File: src/hw/tlb_consts.svh
/* Sizing constants for the address-translation subsystem:
   address split, TLB geometry, page-table size and clear window */
`ifndef TLB_CONSTS_SVH
`define TLB_CONSTS_SVH

// 32-bit virtual and physical addresses, 4 KB pages
`define TLB_VA_W 32
`define TLB_PAGE_OFS 12

// TLB geometry
`define TLB_DEPTH 32
`define TLB_WAYS 2

// Single-level table, VPNs at or above this fault
`define TLB_PT_ENTRIES 64

// One set cleared per cycle
`define TLB_FLUSH_CYCLES `TLB_DEPTH

`endif

File: src/hw/tlb_pkg.sv
/* Shared types: page numbers, virtual address fields,
   TLB entry and page-table entry */
`include "tlb_consts.svh"

package tlb_pkg;

    // Page number width and split of the VPN into tag and set index
    localparam int PAGE_NUM_W = `TLB_VA_W - `TLB_PAGE_OFS;
    localparam int TLB_IDX_W = $clog2(`TLB_DEPTH);
    localparam int TLB_TAG_W = PAGE_NUM_W - TLB_IDX_W;

    typedef logic [PAGE_NUM_W-1:0] vpn_t;
    typedef logic [PAGE_NUM_W-1:0] ppn_t;
    typedef logic [TLB_TAG_W-1:0] tlb_tag_t;
    typedef logic [`TLB_PAGE_OFS-1:0] page_ofs_t;

    // Virtual address as page number plus offset
    typedef struct packed {
        vpn_t vpn;
        page_ofs_t ofs;
    } va_fields_t;

    // 1 + 15 + 20 bits
    typedef struct packed {
        logic valid;
        tlb_tag_t tag;
        ppn_t ppn;
    } tlb_entry_t;

    // Valid and permission bits above the physical page, 24 bits
    typedef struct packed {
        logic valid;
        logic r;
        logic w;
        logic x;
        ppn_t ppn;
    } pte_t;

endpackage

File: src/hw/lut_ram.sv
/* Distributed RAM with one synchronous write port and one
   asynchronous read port, payload given as a type parameter */
module lut_ram #(
    parameter type entry_t = logic [7:0],
    parameter int DEPTH = 32
) (
    input  logic clk,
    input  logic [$clog2(DEPTH)-1:0] waddr,
    input  logic we,
    input  entry_t wdata,
    input  logic [$clog2(DEPTH)-1:0] raddr,
    output entry_t rdata
);

    // Storage array, maps onto LUT RAM
    entry_t mem [DEPTH];

    // Write on the clock edge
    always_ff @(posedge clk) begin
        if (we) begin
            mem[waddr] <= wdata;
        end
    end

    // Combinational read
    // New data visible the cycle after the write
    assign rdata = mem[raddr];

endmodule

File: src/hw/tlb_lut_ram.sv
/* Set-associative TLB in LUT RAM: same-cycle lookup, miss tracking,
   rotating replacement and one-set-per-cycle clear */
`include "tlb_consts.svh"

module tlb_lut_ram #(
    parameter int WAYS = `TLB_WAYS,
    parameter int DEPTH = `TLB_DEPTH
) (
    input  logic clk,
    input  logic rst,
    input  logic clearing,
    input  logic abort,
    input  logic [`TLB_VA_W-1:0] va,
    input  logic rnw,
    input  logic execute,
    input  logic new_request,
    input  logic walk_write,
    input  tlb_pkg::ppn_t walk_ppn,
    input  logic walk_fault,
    output logic ready,
    output logic done,
    output logic is_fault,
    output logic [`TLB_VA_W-1:0] pa,
    output logic mmu_request,
    output logic [`TLB_VA_W-1:0] mmu_va,
    output logic mmu_rnw,
    output logic mmu_execute
);
    import tlb_pkg::*;

    localparam int IDX_W = $clog2(DEPTH);

    va_fields_t va_f;
    logic [IDX_W-1:0] lookup_set;
    logic [IDX_W-1:0] clear_set;
    logic [IDX_W-1:0] write_set;
    tlb_tag_t virtual_tag;

    tlb_entry_t way_entry [WAYS];
    tlb_entry_t new_entry;
    logic [WAYS-1:0] way_we;
    logic [WAYS-1:0] tag_hit;
    logic [WAYS-1:0] repl_way;
    ppn_t hit_ppn;

    logic hit;
    logic accept;
    logic fill;
    logic fill_done;
    logic request_in_progress;

    //////////////////////////////////////////////////////////////////////
    // Address split
    assign va_f = va;
    assign lookup_set = va_f.vpn[IDX_W-1:0];
    assign virtual_tag = va_f.vpn[PAGE_NUM_W-1 -: TLB_TAG_W];

    // Own set counter, walks 0..DEPTH-1 during a clear window
    always_ff @(posedge clk) begin
        if (rst || !clearing) begin
            clear_set <= '0;
        end else begin
            clear_set <= clear_set + 1'b1;
        end
    end

    // Fill only counts while our miss is still outstanding
    assign fill = walk_write & request_in_progress;

    // Clear takes priority over a late fill
    assign write_set = clearing ? clear_set : lookup_set;
    assign way_we = clearing ? {WAYS{1'b1}} : (fill ? repl_way : '0);

    assign new_entry.valid = ~clearing;
    assign new_entry.tag = virtual_tag;
    assign new_entry.ppn = walk_ppn;

    //////////////////////////////////////////////////////////////////////
    // Way storage
    for (genvar w = 0; w < WAYS; w++) begin : g_way
        lut_ram #(
            .entry_t(tlb_entry_t),
            .DEPTH(DEPTH)
        ) u_way_ram (
            .clk(clk),
            .waddr(write_set),
            .we(way_we[w]),
            .wdata(new_entry),
            .raddr(lookup_set),
            .rdata(way_entry[w])
        );
    end

    // One-hot victim pointer, advances after every fill
    always_ff @(posedge clk) begin
        if (rst) begin
            repl_way <= WAYS'(1);
        end else if (fill && !clearing) begin
            repl_way <= {repl_way[WAYS-2:0], repl_way[WAYS-1]};
        end
    end

    //////////////////////////////////////////////////////////////////////
    // Lookup
    always_comb begin
        for (int i = 0; i < WAYS; i++) begin
            tag_hit[i] = way_entry[i].valid && (way_entry[i].tag == virtual_tag);
        end
    end

    assign hit = |tag_hit;

    // OR of hitting ways, at most one set in a healthy TLB
    always_comb begin
        hit_ppn = '0;
        for (int i = 0; i < WAYS; i++) begin
            if (tag_hit[i]) begin
                hit_ppn |= way_entry[i].ppn;
            end
        end
    end

    assign pa = {hit_ppn, va_f.ofs};

    //////////////////////////////////////////////////////////////////////
    // Miss tracking
    assign ready = ~request_in_progress & ~clearing;
    assign accept = new_request & ready;

    always_ff @(posedge clk) begin
        if (rst) begin
            request_in_progress <= 1'b0;
        end else if (walk_write || walk_fault || abort || clearing) begin
            request_in_progress <= 1'b0;
        end else if (accept && !hit) begin
            request_in_progress <= 1'b1;
        end
    end

    // Re-present the lookup one cycle after the fill lands
    always_ff @(posedge clk) begin
        if (rst) begin
            fill_done <= 1'b0;
        end else begin
            fill_done <= fill & ~clearing & ~abort;
        end
    end

    assign done = hit & (accept | fill_done);
    assign is_fault = walk_fault & request_in_progress;

    // Walker side, request fields pass straight through
    assign mmu_request = request_in_progress & ~clearing;
    assign mmu_va = va;
    assign mmu_rnw = rnw;
    assign mmu_execute = execute;

endmodule

File: src/hw/page_walker.sv
/* Single-level page walker with its own page-table RAM,
   permission check and fault response */
`include "tlb_consts.svh"

module page_walker (
    input  logic clk,
    input  logic rst,
    input  logic abort,
    input  logic mmu_request,
    input  logic [`TLB_VA_W-1:0] mmu_va,
    input  logic mmu_rnw,
    input  logic mmu_execute,
    input  logic pt_we,
    input  logic [$clog2(`TLB_PT_ENTRIES)-1:0] pt_index,
    input  tlb_pkg::pte_t pt_data,
    output logic write_entry,
    output tlb_pkg::ppn_t ppn,
    output logic is_fault
);
    import tlb_pkg::*;

    localparam int PT_IDX_W = $clog2(`TLB_PT_ENTRIES);

    typedef enum logic [1:0] {
        WALK_IDLE,
        WALK_READ,
        WALK_RESPOND
    } walk_state_t;

    walk_state_t state;
    va_fields_t req_va;
    vpn_t vpn_q;
    logic rnw_q;
    logic exe_q;
    logic req_q;
    logic req_rise;
    pte_t pte;
    logic out_of_range;
    logic perm_fault;
    logic fault_d;
    logic fault_q;
    ppn_t ppn_q;

    //////////////////////////////////////////////////////////////////////
    // Page table storage
    // Loaded from outside while idle, read from the latched VPN
    lut_ram #(
        .entry_t(pte_t),
        .DEPTH(`TLB_PT_ENTRIES)
    ) u_pt_ram (
        .clk(clk),
        .waddr(pt_index),
        .we(pt_we),
        .wdata(pt_data),
        .raddr(vpn_q[PT_IDX_W-1:0]),
        .rdata(pte)
    );

    //////////////////////////////////////////////////////////////////////
    // Request capture
    assign req_va = mmu_va;

    always_ff @(posedge clk) begin
        if (rst) begin
            req_q <= 1'b0;
        end else begin
            req_q <= mmu_request;
        end
    end

    assign req_rise = mmu_request & ~req_q;

    // Payload of the walk, loaded on an accepted request
    always_ff @(posedge clk) begin
        if (state == WALK_IDLE && req_rise) begin
            vpn_q <= req_va.vpn;
            rnw_q <= mmu_rnw;
            exe_q <= mmu_execute;
        end
    end

    //////////////////////////////////////////////////////////////////////
    // Permission check
    assign out_of_range = vpn_q >= vpn_t'(`TLB_PT_ENTRIES);

    // Each access type checks its own bit
    assign perm_fault = (exe_q & ~pte.x)
                      | (rnw_q & ~pte.r)
                      | (~rnw_q & ~pte.w);

    assign fault_d = out_of_range | ~pte.valid | perm_fault;

    // Result registered in the read state
    always_ff @(posedge clk) begin
        if (state == WALK_READ) begin
            fault_q <= fault_d;
            ppn_q <= pte.ppn;
        end
    end

    //////////////////////////////////////////////////////////////////////
    // Walk FSM
    always_ff @(posedge clk) begin
        if (rst || abort) begin
            state <= WALK_IDLE;
        end else begin
            case (state)
                WALK_IDLE: begin
                    if (req_rise) begin
                        state <= WALK_READ;
                    end
                end
                WALK_READ: state <= WALK_RESPOND;
                WALK_RESPOND: state <= WALK_IDLE;
                default: state <= WALK_IDLE;
            endcase
        end
    end

    // One-cycle response, dropped if aborted in the same cycle
    assign write_entry = (state == WALK_RESPOND) & ~fault_q & ~abort;
    assign is_fault = (state == WALK_RESPOND) & fault_q & ~abort;
    assign ppn = ppn_q;

endmodule

File: src/hw/tlb_flush_seq.sv
/* Flush sequencer: stretches a flush pulse into a clear window
   of one cycle per TLB set */
`include "tlb_consts.svh"

module tlb_flush_seq (
    input  logic clk,
    input  logic rst,
    input  logic flush,
    output logic clearing
);

    localparam int CNT_W = $clog2(`TLB_FLUSH_CYCLES + 1);

    // Cycles left in the current window
    logic [CNT_W-1:0] remaining;

    // A flush during a running clear restarts the full window
    always_ff @(posedge clk) begin
        if (rst) begin
            remaining <= '0;
        end else if (flush) begin
            remaining <= CNT_W'(`TLB_FLUSH_CYCLES);
        end else if (remaining != '0) begin
            remaining <= remaining - 1'b1;
        end
    end

    // High for exactly the window length after the pulse
    assign clearing = (remaining != '0);

endmodule

File: src/hw/tlb_subsystem.sv
/* Top level of the translation subsystem: TLB, page walker
   and flush sequencer */
`include "tlb_consts.svh"

module tlb_subsystem (
    input  logic clk,
    input  logic rst,
    // Requester
    input  logic [`TLB_VA_W-1:0] va,
    input  logic rnw,
    input  logic execute,
    input  logic new_request,
    output logic ready,
    output logic done,
    output logic is_fault,
    output logic [`TLB_VA_W-1:0] pa,
    // Page-table load
    input  logic pt_we,
    input  logic [$clog2(`TLB_PT_ENTRIES)-1:0] pt_index,
    input  tlb_pkg::pte_t pt_data,
    // Maintenance
    input  logic flush,
    input  logic abort
);
    import tlb_pkg::*;

    // TLB to walker
    logic mmu_request;
    logic [`TLB_VA_W-1:0] mmu_va;
    logic mmu_rnw;
    logic mmu_execute;
    logic walk_write;
    logic walk_fault;
    ppn_t walk_ppn;

    logic clearing;

    //////////////////////////////////////////////////////////////////////
    tlb_lut_ram #(
        .WAYS(`TLB_WAYS),
        .DEPTH(`TLB_DEPTH)
    ) u_tlb (
        .clk(clk),
        .rst(rst),
        .clearing(clearing),
        .abort(abort),
        .va(va),
        .rnw(rnw),
        .execute(execute),
        .new_request(new_request),
        .walk_write(walk_write),
        .walk_ppn(walk_ppn),
        .walk_fault(walk_fault),
        .ready(ready),
        .done(done),
        .is_fault(is_fault),
        .pa(pa),
        .mmu_request(mmu_request),
        .mmu_va(mmu_va),
        .mmu_rnw(mmu_rnw),
        .mmu_execute(mmu_execute)
    );

    page_walker u_walker (
        .clk(clk),
        .rst(rst),
        .abort(abort),
        .mmu_request(mmu_request),
        .mmu_va(mmu_va),
        .mmu_rnw(mmu_rnw),
        .mmu_execute(mmu_execute),
        .pt_we(pt_we),
        .pt_index(pt_index),
        .pt_data(pt_data),
        .write_entry(walk_write),
        .ppn(walk_ppn),
        .is_fault(walk_fault)
    );

    tlb_flush_seq u_flush (
        .clk(clk),
        .rst(rst),
        .flush(flush),
        .clearing(clearing)
    );

endmodule

File: config.mk
export PLATFORM = sky130hd
export DESIGN_NAME = tlb_subsystem
export DESIGN_NICKNAME = d
export VERILOG_FILES = /design/src/hw/tlb_pkg.sv /design/src/hw/lut_ram.sv /design/src/hw/tlb_lut_ram.sv /design/src/hw/page_walker.sv /design/src/hw/tlb_flush_seq.sv /design/src/hw/tlb_subsystem.sv
export VERILOG_INCLUDE_DIRS = /design/src /design/src/hw
export SDC_FILE = /design/constraint.sdc
export NUM_CORES = 2
export LEC_CHECK = 0
export BUFFER_PORTS_ARGS = -buffer_cell sky130_fd_sc_hd__buf_2
export CAP_MARGIN = 10
export CORE_MARGIN = 2
export CORE_UTILIZATION = 57
export DETAILED_ROUTE_END_ITERATION = 7
export PLACE_DENSITY = 0.8
export SLEW_MARGIN = 5
export SYNTH_ARGS = -nofsm -noshare
export SYNTH_HDL_FRONTEND = slang
export SYNTH_SLANG_ARGS = --single-unit
File: constraint.sdc
create_clock -name clk -period 6 [get_ports clk]
set_input_delay 1.5 -clock clk [delete_from_list [all_inputs] [get_ports clk]]
set_output_delay 1.5 -clock clk [all_outputs]
set_load 0.005 [all_outputs]
Word-level counts from Yosys, hierarchy flattened
Memory sizes are Yosys's and may differ from the RTL's. A register that Yosys moved wholly into a read port is not among the register bits.
Cells that the tools add are included.
{"block": "word_totals", "latch_bits": 0, "romBits": 0, "ram_bits": 3840, "elab_cells": 90, "reg_bits": 61, "input_bits": 70, "memories": 3, "output_inout_bits": 35}
{"memory": "u_walker.u_pt_ram.mem", "words": 64, "width": 24, "rd": 1, "rd_clocked_by_memory_dff": 1, "wr": 1, "line": "lut_ram.sv:16", "rtl": "entry_t mem [DEPTH];"}
{"memory": "u_tlb.g_way[0].u_way_ram.mem", "words": 32, "width": 36, "rd": 1, "rd_clocked_by_memory_dff": 0, "wr": 1, "line": "lut_ram.sv:16"}
{"memory": "u_tlb.g_way[1].u_way_ram.mem", "words": 32, "width": 36, "rd": 1, "rd_clocked_by_memory_dff": 0, "wr": 1, "line": "lut_ram.sv:16"}
{"block": "op_classes", "mux": 16, "div": 0, "bitwise_logic": 32, "multipliers": 0, "magnitude_cmp": 1, "shift": 0, "n_addsub": 2, "eq_ne": 5, "n_reduce_logical": 18}
{"op": "2-to-1 mux 20 bit", "count": 2}
{"op": "== test 15 bit", "count": 2}
{"op": ">= comparator 20 x 7 -> 1 bit, second input constant", "count": 1}
{"op": "bitwise OR 20 bit", "count": 1}
{"op": "2-to-1 mux 6 bit", "count": 3}
{"op": "bitwise AND 1 bit", "count": 16}
{"op": "inverter 1 bit", "count": 10}
{"op": "2-to-1 mux 1 bit", "count": 6}
{"op": "2-to-1 mux 2 bit", "count": 3}
{"op": "nonzero test 6 bit", "count": 1}
{"op": "OR reduction 2 bit", "count": 3}
{"op": "subtractor 6 x 1 -> 6 bit, second input constant", "count": 1}
{"op": "adder 5 x 1 -> 5 bit, second input constant", "count": 1}
{"op": "logical AND 1 bit", "count": 5}
{"op": "logical OR 1 bit", "count": 5}
{"op": "2-to-1 mux 5 bit", "count": 1}
{"op": "bitwise OR 1 bit", "count": 5}
{"op": "case mux 2 bit (2 select lines)", "count": 1}
{"op": "== test 2 x 1 -> 1 bit, second input constant", "count": 1}
{"op": "== test 2 bit, second input constant", "count": 1}
{"op": "zero test 1 bit", "count": 2}
{"op": "zero test 2 bit", "count": 1}
{"op": "!= test 2 x 1 -> 1 bit, second input constant", "count": 1}
{"op": "nonzero test 2 bit", "count": 1}

Logic depth before layout (Yosys ltp)
{"block": "depth", "ltp_word": 8, "ltp_mapped": 16, "depth_no_buf": 10}

By module
A second synthesis with hierarchy kept.
{"block": "unflattened", "hier_cells": 7841, "area_unflattened_um2": 151698.0}
{"module": "lut_ram at u_tlb.g_way[0].u_way_ram ...", "seq_area_each_um2": 34593.2, "cells_each": 2500, "area_each_um2": 44863.0, "instances": 2}
{"module": "lut_ram at u_walker.u_pt_ram", "seq_area_each_um2": 46124.2, "cells_each": 2586, "area_each_um2": 58815.2, "instances": 1}
{"module": "page_walker", "seq_area_each_um2": 1351.3, "cells_each": 61, "area_each_um2": 1462.7, "instances": 1}
{"module": "tlb_lut_ram", "seq_area_each_um2": 180.2, "cells_each": 161, "area_each_um2": 1366.3, "instances": 1}
{"module": "tlb_flush_seq", "seq_area_each_um2": 120.1, "cells_each": 33, "area_each_um2": 327.8, "instances": 1}

Worst setup path before layout
Ideal clock, no wire load.
{"block": "synth_path", "kind": "input -> register", "start": "input va[13]", "end": "memory u_tlb.g_way[1].u_way_ram.mem[11][0] (netlist name), enable pin", "stages": 12, "t_required_ns": 5.571, "slack_ns": 0.176, "arrival_ns": 5.395, "n_path_buf": 9, "setup_ns": 0.429, "cell_sequence": "buf_2 > buf_4 > buf_4 > buf_4 > buf_2 > buf_4 > buf_2 > buf_1 > a32oi_1 > or2_2 > clkbuf_1 > nor2_1"}
{"block": "synth_via", "elab_chain_len": 1}
{"item": "from (decl)", "line": "tlb_subsystem.sv:9", "rtl": "input logic [`TLB_VA_W-1:0] va,"}
{"item": "2-to-1 mux 5 bit", "line": "tlb_lut_ram.sv:71", "rtl": "assign write_set = clearing ? clear_set : lookup_set;"}
{"item": "to (decl)", "line": "lut_ram.sv:16"}
No other way between the ends.

Final worst setup path
{"block": "layout_path", "start": "input va[14]", "end": "output pa[27]"}
{"block": "layout_via", "elab_chain_len": 6, "elab_cells_between_ends": 9, "cone_classes": "2 x eq/ne; 2 x mux; 1 x bitwise; 2 x reduce/logical; 2 x memory"}
{"item": "memory (32 x 36 bit)"}
{"item": "== test 15 bit", "line": "tlb_lut_ram.sv:107", "rtl": "tag_hit[i] = way_entry[i].valid && (way_entry[i].tag == virtual_tag);"}
{"item": "logical AND 1 bit", "line": "tlb_lut_ram.sv:107"}
{"item": "2-to-1 mux 20 bit", "line": "tlb_lut_ram.sv:117", "rtl": "if (tag_hit[i]) begin"}
{"item": "bitwise OR 20 bit", "line": "tlb_lut_ram.sv:118", "rtl": "hit_ppn |= way_entry[i].ppn;"}
{"item": "2-to-1 mux 20 bit (*)", "line": "tlb_lut_ram.sv:117"}
{"item": "to (decl)", "line": "tlb_subsystem.sv:16", "rtl": "output logic [`TLB_VA_W-1:0] pa,"}
Mark *: on every way between the ends. The rest lies on a longest branch, timed or not.

==> impl_metrics.yaml <==
status:
  status: "finished, violations left"
  failed_checks: "DRC, setup timing"
sta:
  fin_crit_sh_pct: 108.6
  worst_slack_ns: -0.5161
  grt_setup_unrepaired: "true"
  fmax_ghz: 0.1535
  timing.final.setup_violations: 21
  clock-skew-final_ns: 0.09008
  transition_time_at_the_pin_with_the_least_slew_margin_ns: 1.315
  finalWorstPathRequiredPeriod_ns: 6.516
  worst_slew_margin_rel_pct: 12.32
  timing.final.hold_violations: 0
  timing.final.max_slew_violations: 0
yosys:
  yosys.cell_types.count: 62
  synth_nets: 6306
  yosys-top-cells-area: "sky130_fd_sc_hd__edfxtp_1, sky130_fd_sc_hd__mux4_2, sky130_fd_sc_hd__mux2i_1, sky130_fd_sc_hd__nor2_1, sky130_fd_sc_hd__clkbuf_1"
  yosysTopAreaCell: "sky130_fd_sc_hd__edfxtp_1"
  synth_largest_type_area_fraction_pct: 78.12
  synthAdderAreaFrac_pct: 0.01676
  synth_sequential_area_ratio_pct: 78.44
  count_of_flip_flops_with_a_built_in_enable_after_synthesis: 3883
  synth_top_cells_by_count: "sky130_fd_sc_hd__edfxtp_1, sky130_fd_sc_hd__mux4_2, sky130_fd_sc_hd__mux2i_1, sky130_fd_sc_hd__nor2_1, sky130_fd_sc_hd__clkbuf_1"
  synth.avg_cell_area_sq_um: 23.94
  synth-seq-cells: 3907
  ys_async_sr_fraction_pct: 0
  synth.cell_area_sq_um: 149300
  synth-main-ff-cell: "sky130_fd_sc_hd__edfxtp_1"
  synth_simple_gate_area_share_pct: 1.317
  synth.area.mux_share_pct: 17.80
  yosysMostFrequentCell: "sky130_fd_sc_hd__edfxtp_1"
  syn-instance-count: 6234
  synthesis.yosys.warnings: 0
  synth_compound_area_share_pct: 1.051
  synth_top_family_by_area: "multiplexers"
  synthXorXnorAreaFrac_pct: 0.2640
worst_setup_path:
  rr_worst_depth: 11
  worst_path_max_delay_cell: "sky130_fd_sc_hd__buf_4"
  criticalPathCategory: "in -> out"
  critPathBufInv: 6
  rr_startpoint: "u_flush.remaining[2]"
  cpLargestDelayFamily: "buffers and inverters"
  crit_fanout: 41
  worst_ep_arrival_time_ns: 5.02
  timing.critical_path.required_ns: 4.50
  critPathMaxStageDelay_ns: 0.73
  r2r_end: "u_tlb.g_way[0].u_way_ram.mem[8][12]"
  startpoint_type: "primary input"
  crit_path_cell_trace: "buf_12, buf_6, buf_4, mux4_2, nand2_1, nand4_1, o21ai_0, xor2_1, and4_1, nand4_1, buf_6, buf_12, o22ai_4, buf_2"
  timing.reg2reg.setup_slack_ns: 0.71
  crit_path_end_kind: "output pin"
floorplan:
  fp.dieArea_sq_um: 266000
  floorplan.rows: 187
  chipHeight_um: 515.7
  core_sq_um: 259900
  design.portCount: 105
  die_x_um: 515.7
  floorplan.initialDensity_pct: 57.42
clocking:
  clock_latency_ns: 0.93
  path_clk_slew_ns: 0.06
  postCtsHoldBufs: 0
  root_buffer: "sky130_fd_sc_hd__clkbuf_16"
  cts-root-to-sink-buffers: 4
  htree_num_levels: 5
  number_of_cts_inserted_buffers: 378
  tritoncts_num_sinks: 3907
  cts_tree: "yes"
placed_design:
  place_congestion: 0.8636
  numPortBuffers: 80
  pre_cts_slack_ns: -0.8368
  post_dp_cell_area_sq_um: 157700
  hpwl_um: 210700
  placedCellCount: 9931
power_and_ir_drop:
  worst_ir_drop_vdd_mv: 0.3471
  switching_share_pct: 23.90
  pwrdens_nw_per_um2: 353.8
  clk_pwr_share_pct: 40.3
  internal_power_mw: 46.13
  netSwitchingPower_mw: 14.49
  leakagePower_nw: 53.88
  power.combinational.fraction_pct: 8.2
  seqPwrFrac_pct: 51.5
routing:
  num_vias: 81080
  detail_route.wirelength.met1_um: 141900
  detail_route.vias_per_cell: 7.581
  met2_length_um: 222800
  post-route-drc-count: 1
  dr_wl_met3_um: 71520
  drt.antenna.violating_nets: 0
  highest_layer: "met5"
  routed_wire_length_per_instance_um: 44.03
  finalWirelength_um: 470900
  firstDrtPassIters: 8
  drt_first_iter_violations: 16170
final_layout:
  final_layout_size_suffix_gt1_share_pct: 34.09
  finish.instance_area_sq_um: 171300
  number_of_cells_in_the_finished_layout_apart_from_fillers: 10700
  net_count_of_the_finished_layout: 6933
  postLayoutCoreUtil_pct: 65.90
  area_delta_synth_final_pct: 14.77
global_route:
  grt.overflow.total: 0
  grt_util_overall_pct: 33.77
  grt_max_degree: 129
  number_of_antenna_violations_at_the_first_check_in_global_routing: 46
  global_route_wire_length_before_repair_um: 620600
  grt_pass1_vias: 79330
job:
  maxCapViolations: 0
hold_path:
  min-delay-start: "u_tlb.repl_way[1]"
  hold_path_class: "reg -> reg"
  hold_path_stages: 2
  holdPathEnd: "u_tlb.repl_way[1]"
## flip-flops by register name, indices dropped and copies added (netlist names), named ones only
signal and flops:
u_walker.u_pt_ram.mem 1536, u_walker.state 2, u_walker.rnw_q 1, u_walker.req_q 1, u_tlb.g_way.u_way_ram.mem 2304, u_tlb.clear_set 5, u_walker.vpn_q 20, u_walker.exe_q 1
u_tlb.repl_way 2, u_tlb.request_in_progress 1, u_walker.fault_q 1, u_walker.ppn 20, u_flush.remaining 6, u_tlb.fill_done 1
## tightest hold or removal path: stages (launching register included)
cell	delay [ns]
sky130_fd_sc_hd__dfxtp_1	0.33
sky130_fd_sc_hd__nand2_1	0.06
sky130_fd_sc_hd__a21oi_1	0.06
## repair_timing
| item | CTS | global route |
|---|---|---|
| endpoints found under the setup margin | 21 | 21 |
| gates resized for setup | 54 | 65 |
| gates cloned | 2 | 2 |
| pin swaps | 14 | 13 |
| buffers inserted | 8 | 24 |
## layout by cell type (no fill, tap or decap), drive strengths merged, types with 24 or more instances in the layout
master	n
o22ai	50
bufinv	40
clkinv	176
nor2	163
a31oi	24
xor2	24
edfxtp	3883
clkbuf	462
nand3	33
a22oi	24
a21oi	30
nand2	86
diode	24
buf	593
mux4	1102
dfxtp	24
mux2i	164
## per-stage QoR
step                hold WS (ns)  setup TNS [ns]  power (mW)
finish                    0.4913          -9.373       60.62
global route              0.5029          -10.07       61.39
CTS                       0.4626          -6.607       59.89
detailed placement        0.4558          -14.03       36.17
global placement          0.4258          -14.09       35.97
floorplan                 0.4151               0       33.97
## logic make-up (layout without fill, tap and decap cells)
logic type | Yosys count | in the layout
AO/OA/AOI/OAI | 227 | 227
XOR/XNOR | 45 | 45
other | 0 | 24
flip-flops | 3907 | 3907
multiplexers | 1276 | 1276
adder cells (fa/ha/maj) | 2 | 2
buffers and inverters | 359 | 1300
AND/OR/NAND/NOR | 418 | 418
## metal layers
layer	up-vias	global-route usage [%]
li1	28110	-
met1	41060	43.30
met2	9624	53.16
met3	2245	9.648
met4	52	17.44
met5	-	0
## how the worst max path moves through the flow
stage	slack [ns]	cells past startpoint	to	from
CTS	-0.35	13	pa[25]	va[12]
global route	-0.53	16	pa[15]	va[12]
global placement	-0.85	15	pa[27]	va[12]
floorplan	0.18	12	u_tlb.g_way[1].u_way_ram.mem[11][0]	va[13]
finish	-0.52	14	pa[27]	va[14]
detailed placement	-0.84	13	pa[23]	va[12]
## power by group through the flow
stage / Combinational, mW / Sequential [mW] / Clock, mW
2_1_floorplan: 2.38 / 31.6 / 0
3_3_place_gp: 4.36 / 31.6 / 0
3_5_place_dp: 4.48 / 31.7 / 0
4_1_cts: 4.67 / 31.2 / 24.1
5_1_grt: 5.01 / 31.2 / 25.2
6_report: 4.98 / 31.2 / 24.4
## layout make-up
cell class,instances,area [sq um]
multi-input cells,1968,31670
clock buffers,460,9882
inverters,10,47.55
well taps,3496,4374
clock inverters,234,2376
diodes,24,60.06
repair buffers,596,5802
fillers,14700,88640
flip-flops and latches,3907,117100
Note: power is estimated with default switching activity, not from simulation.
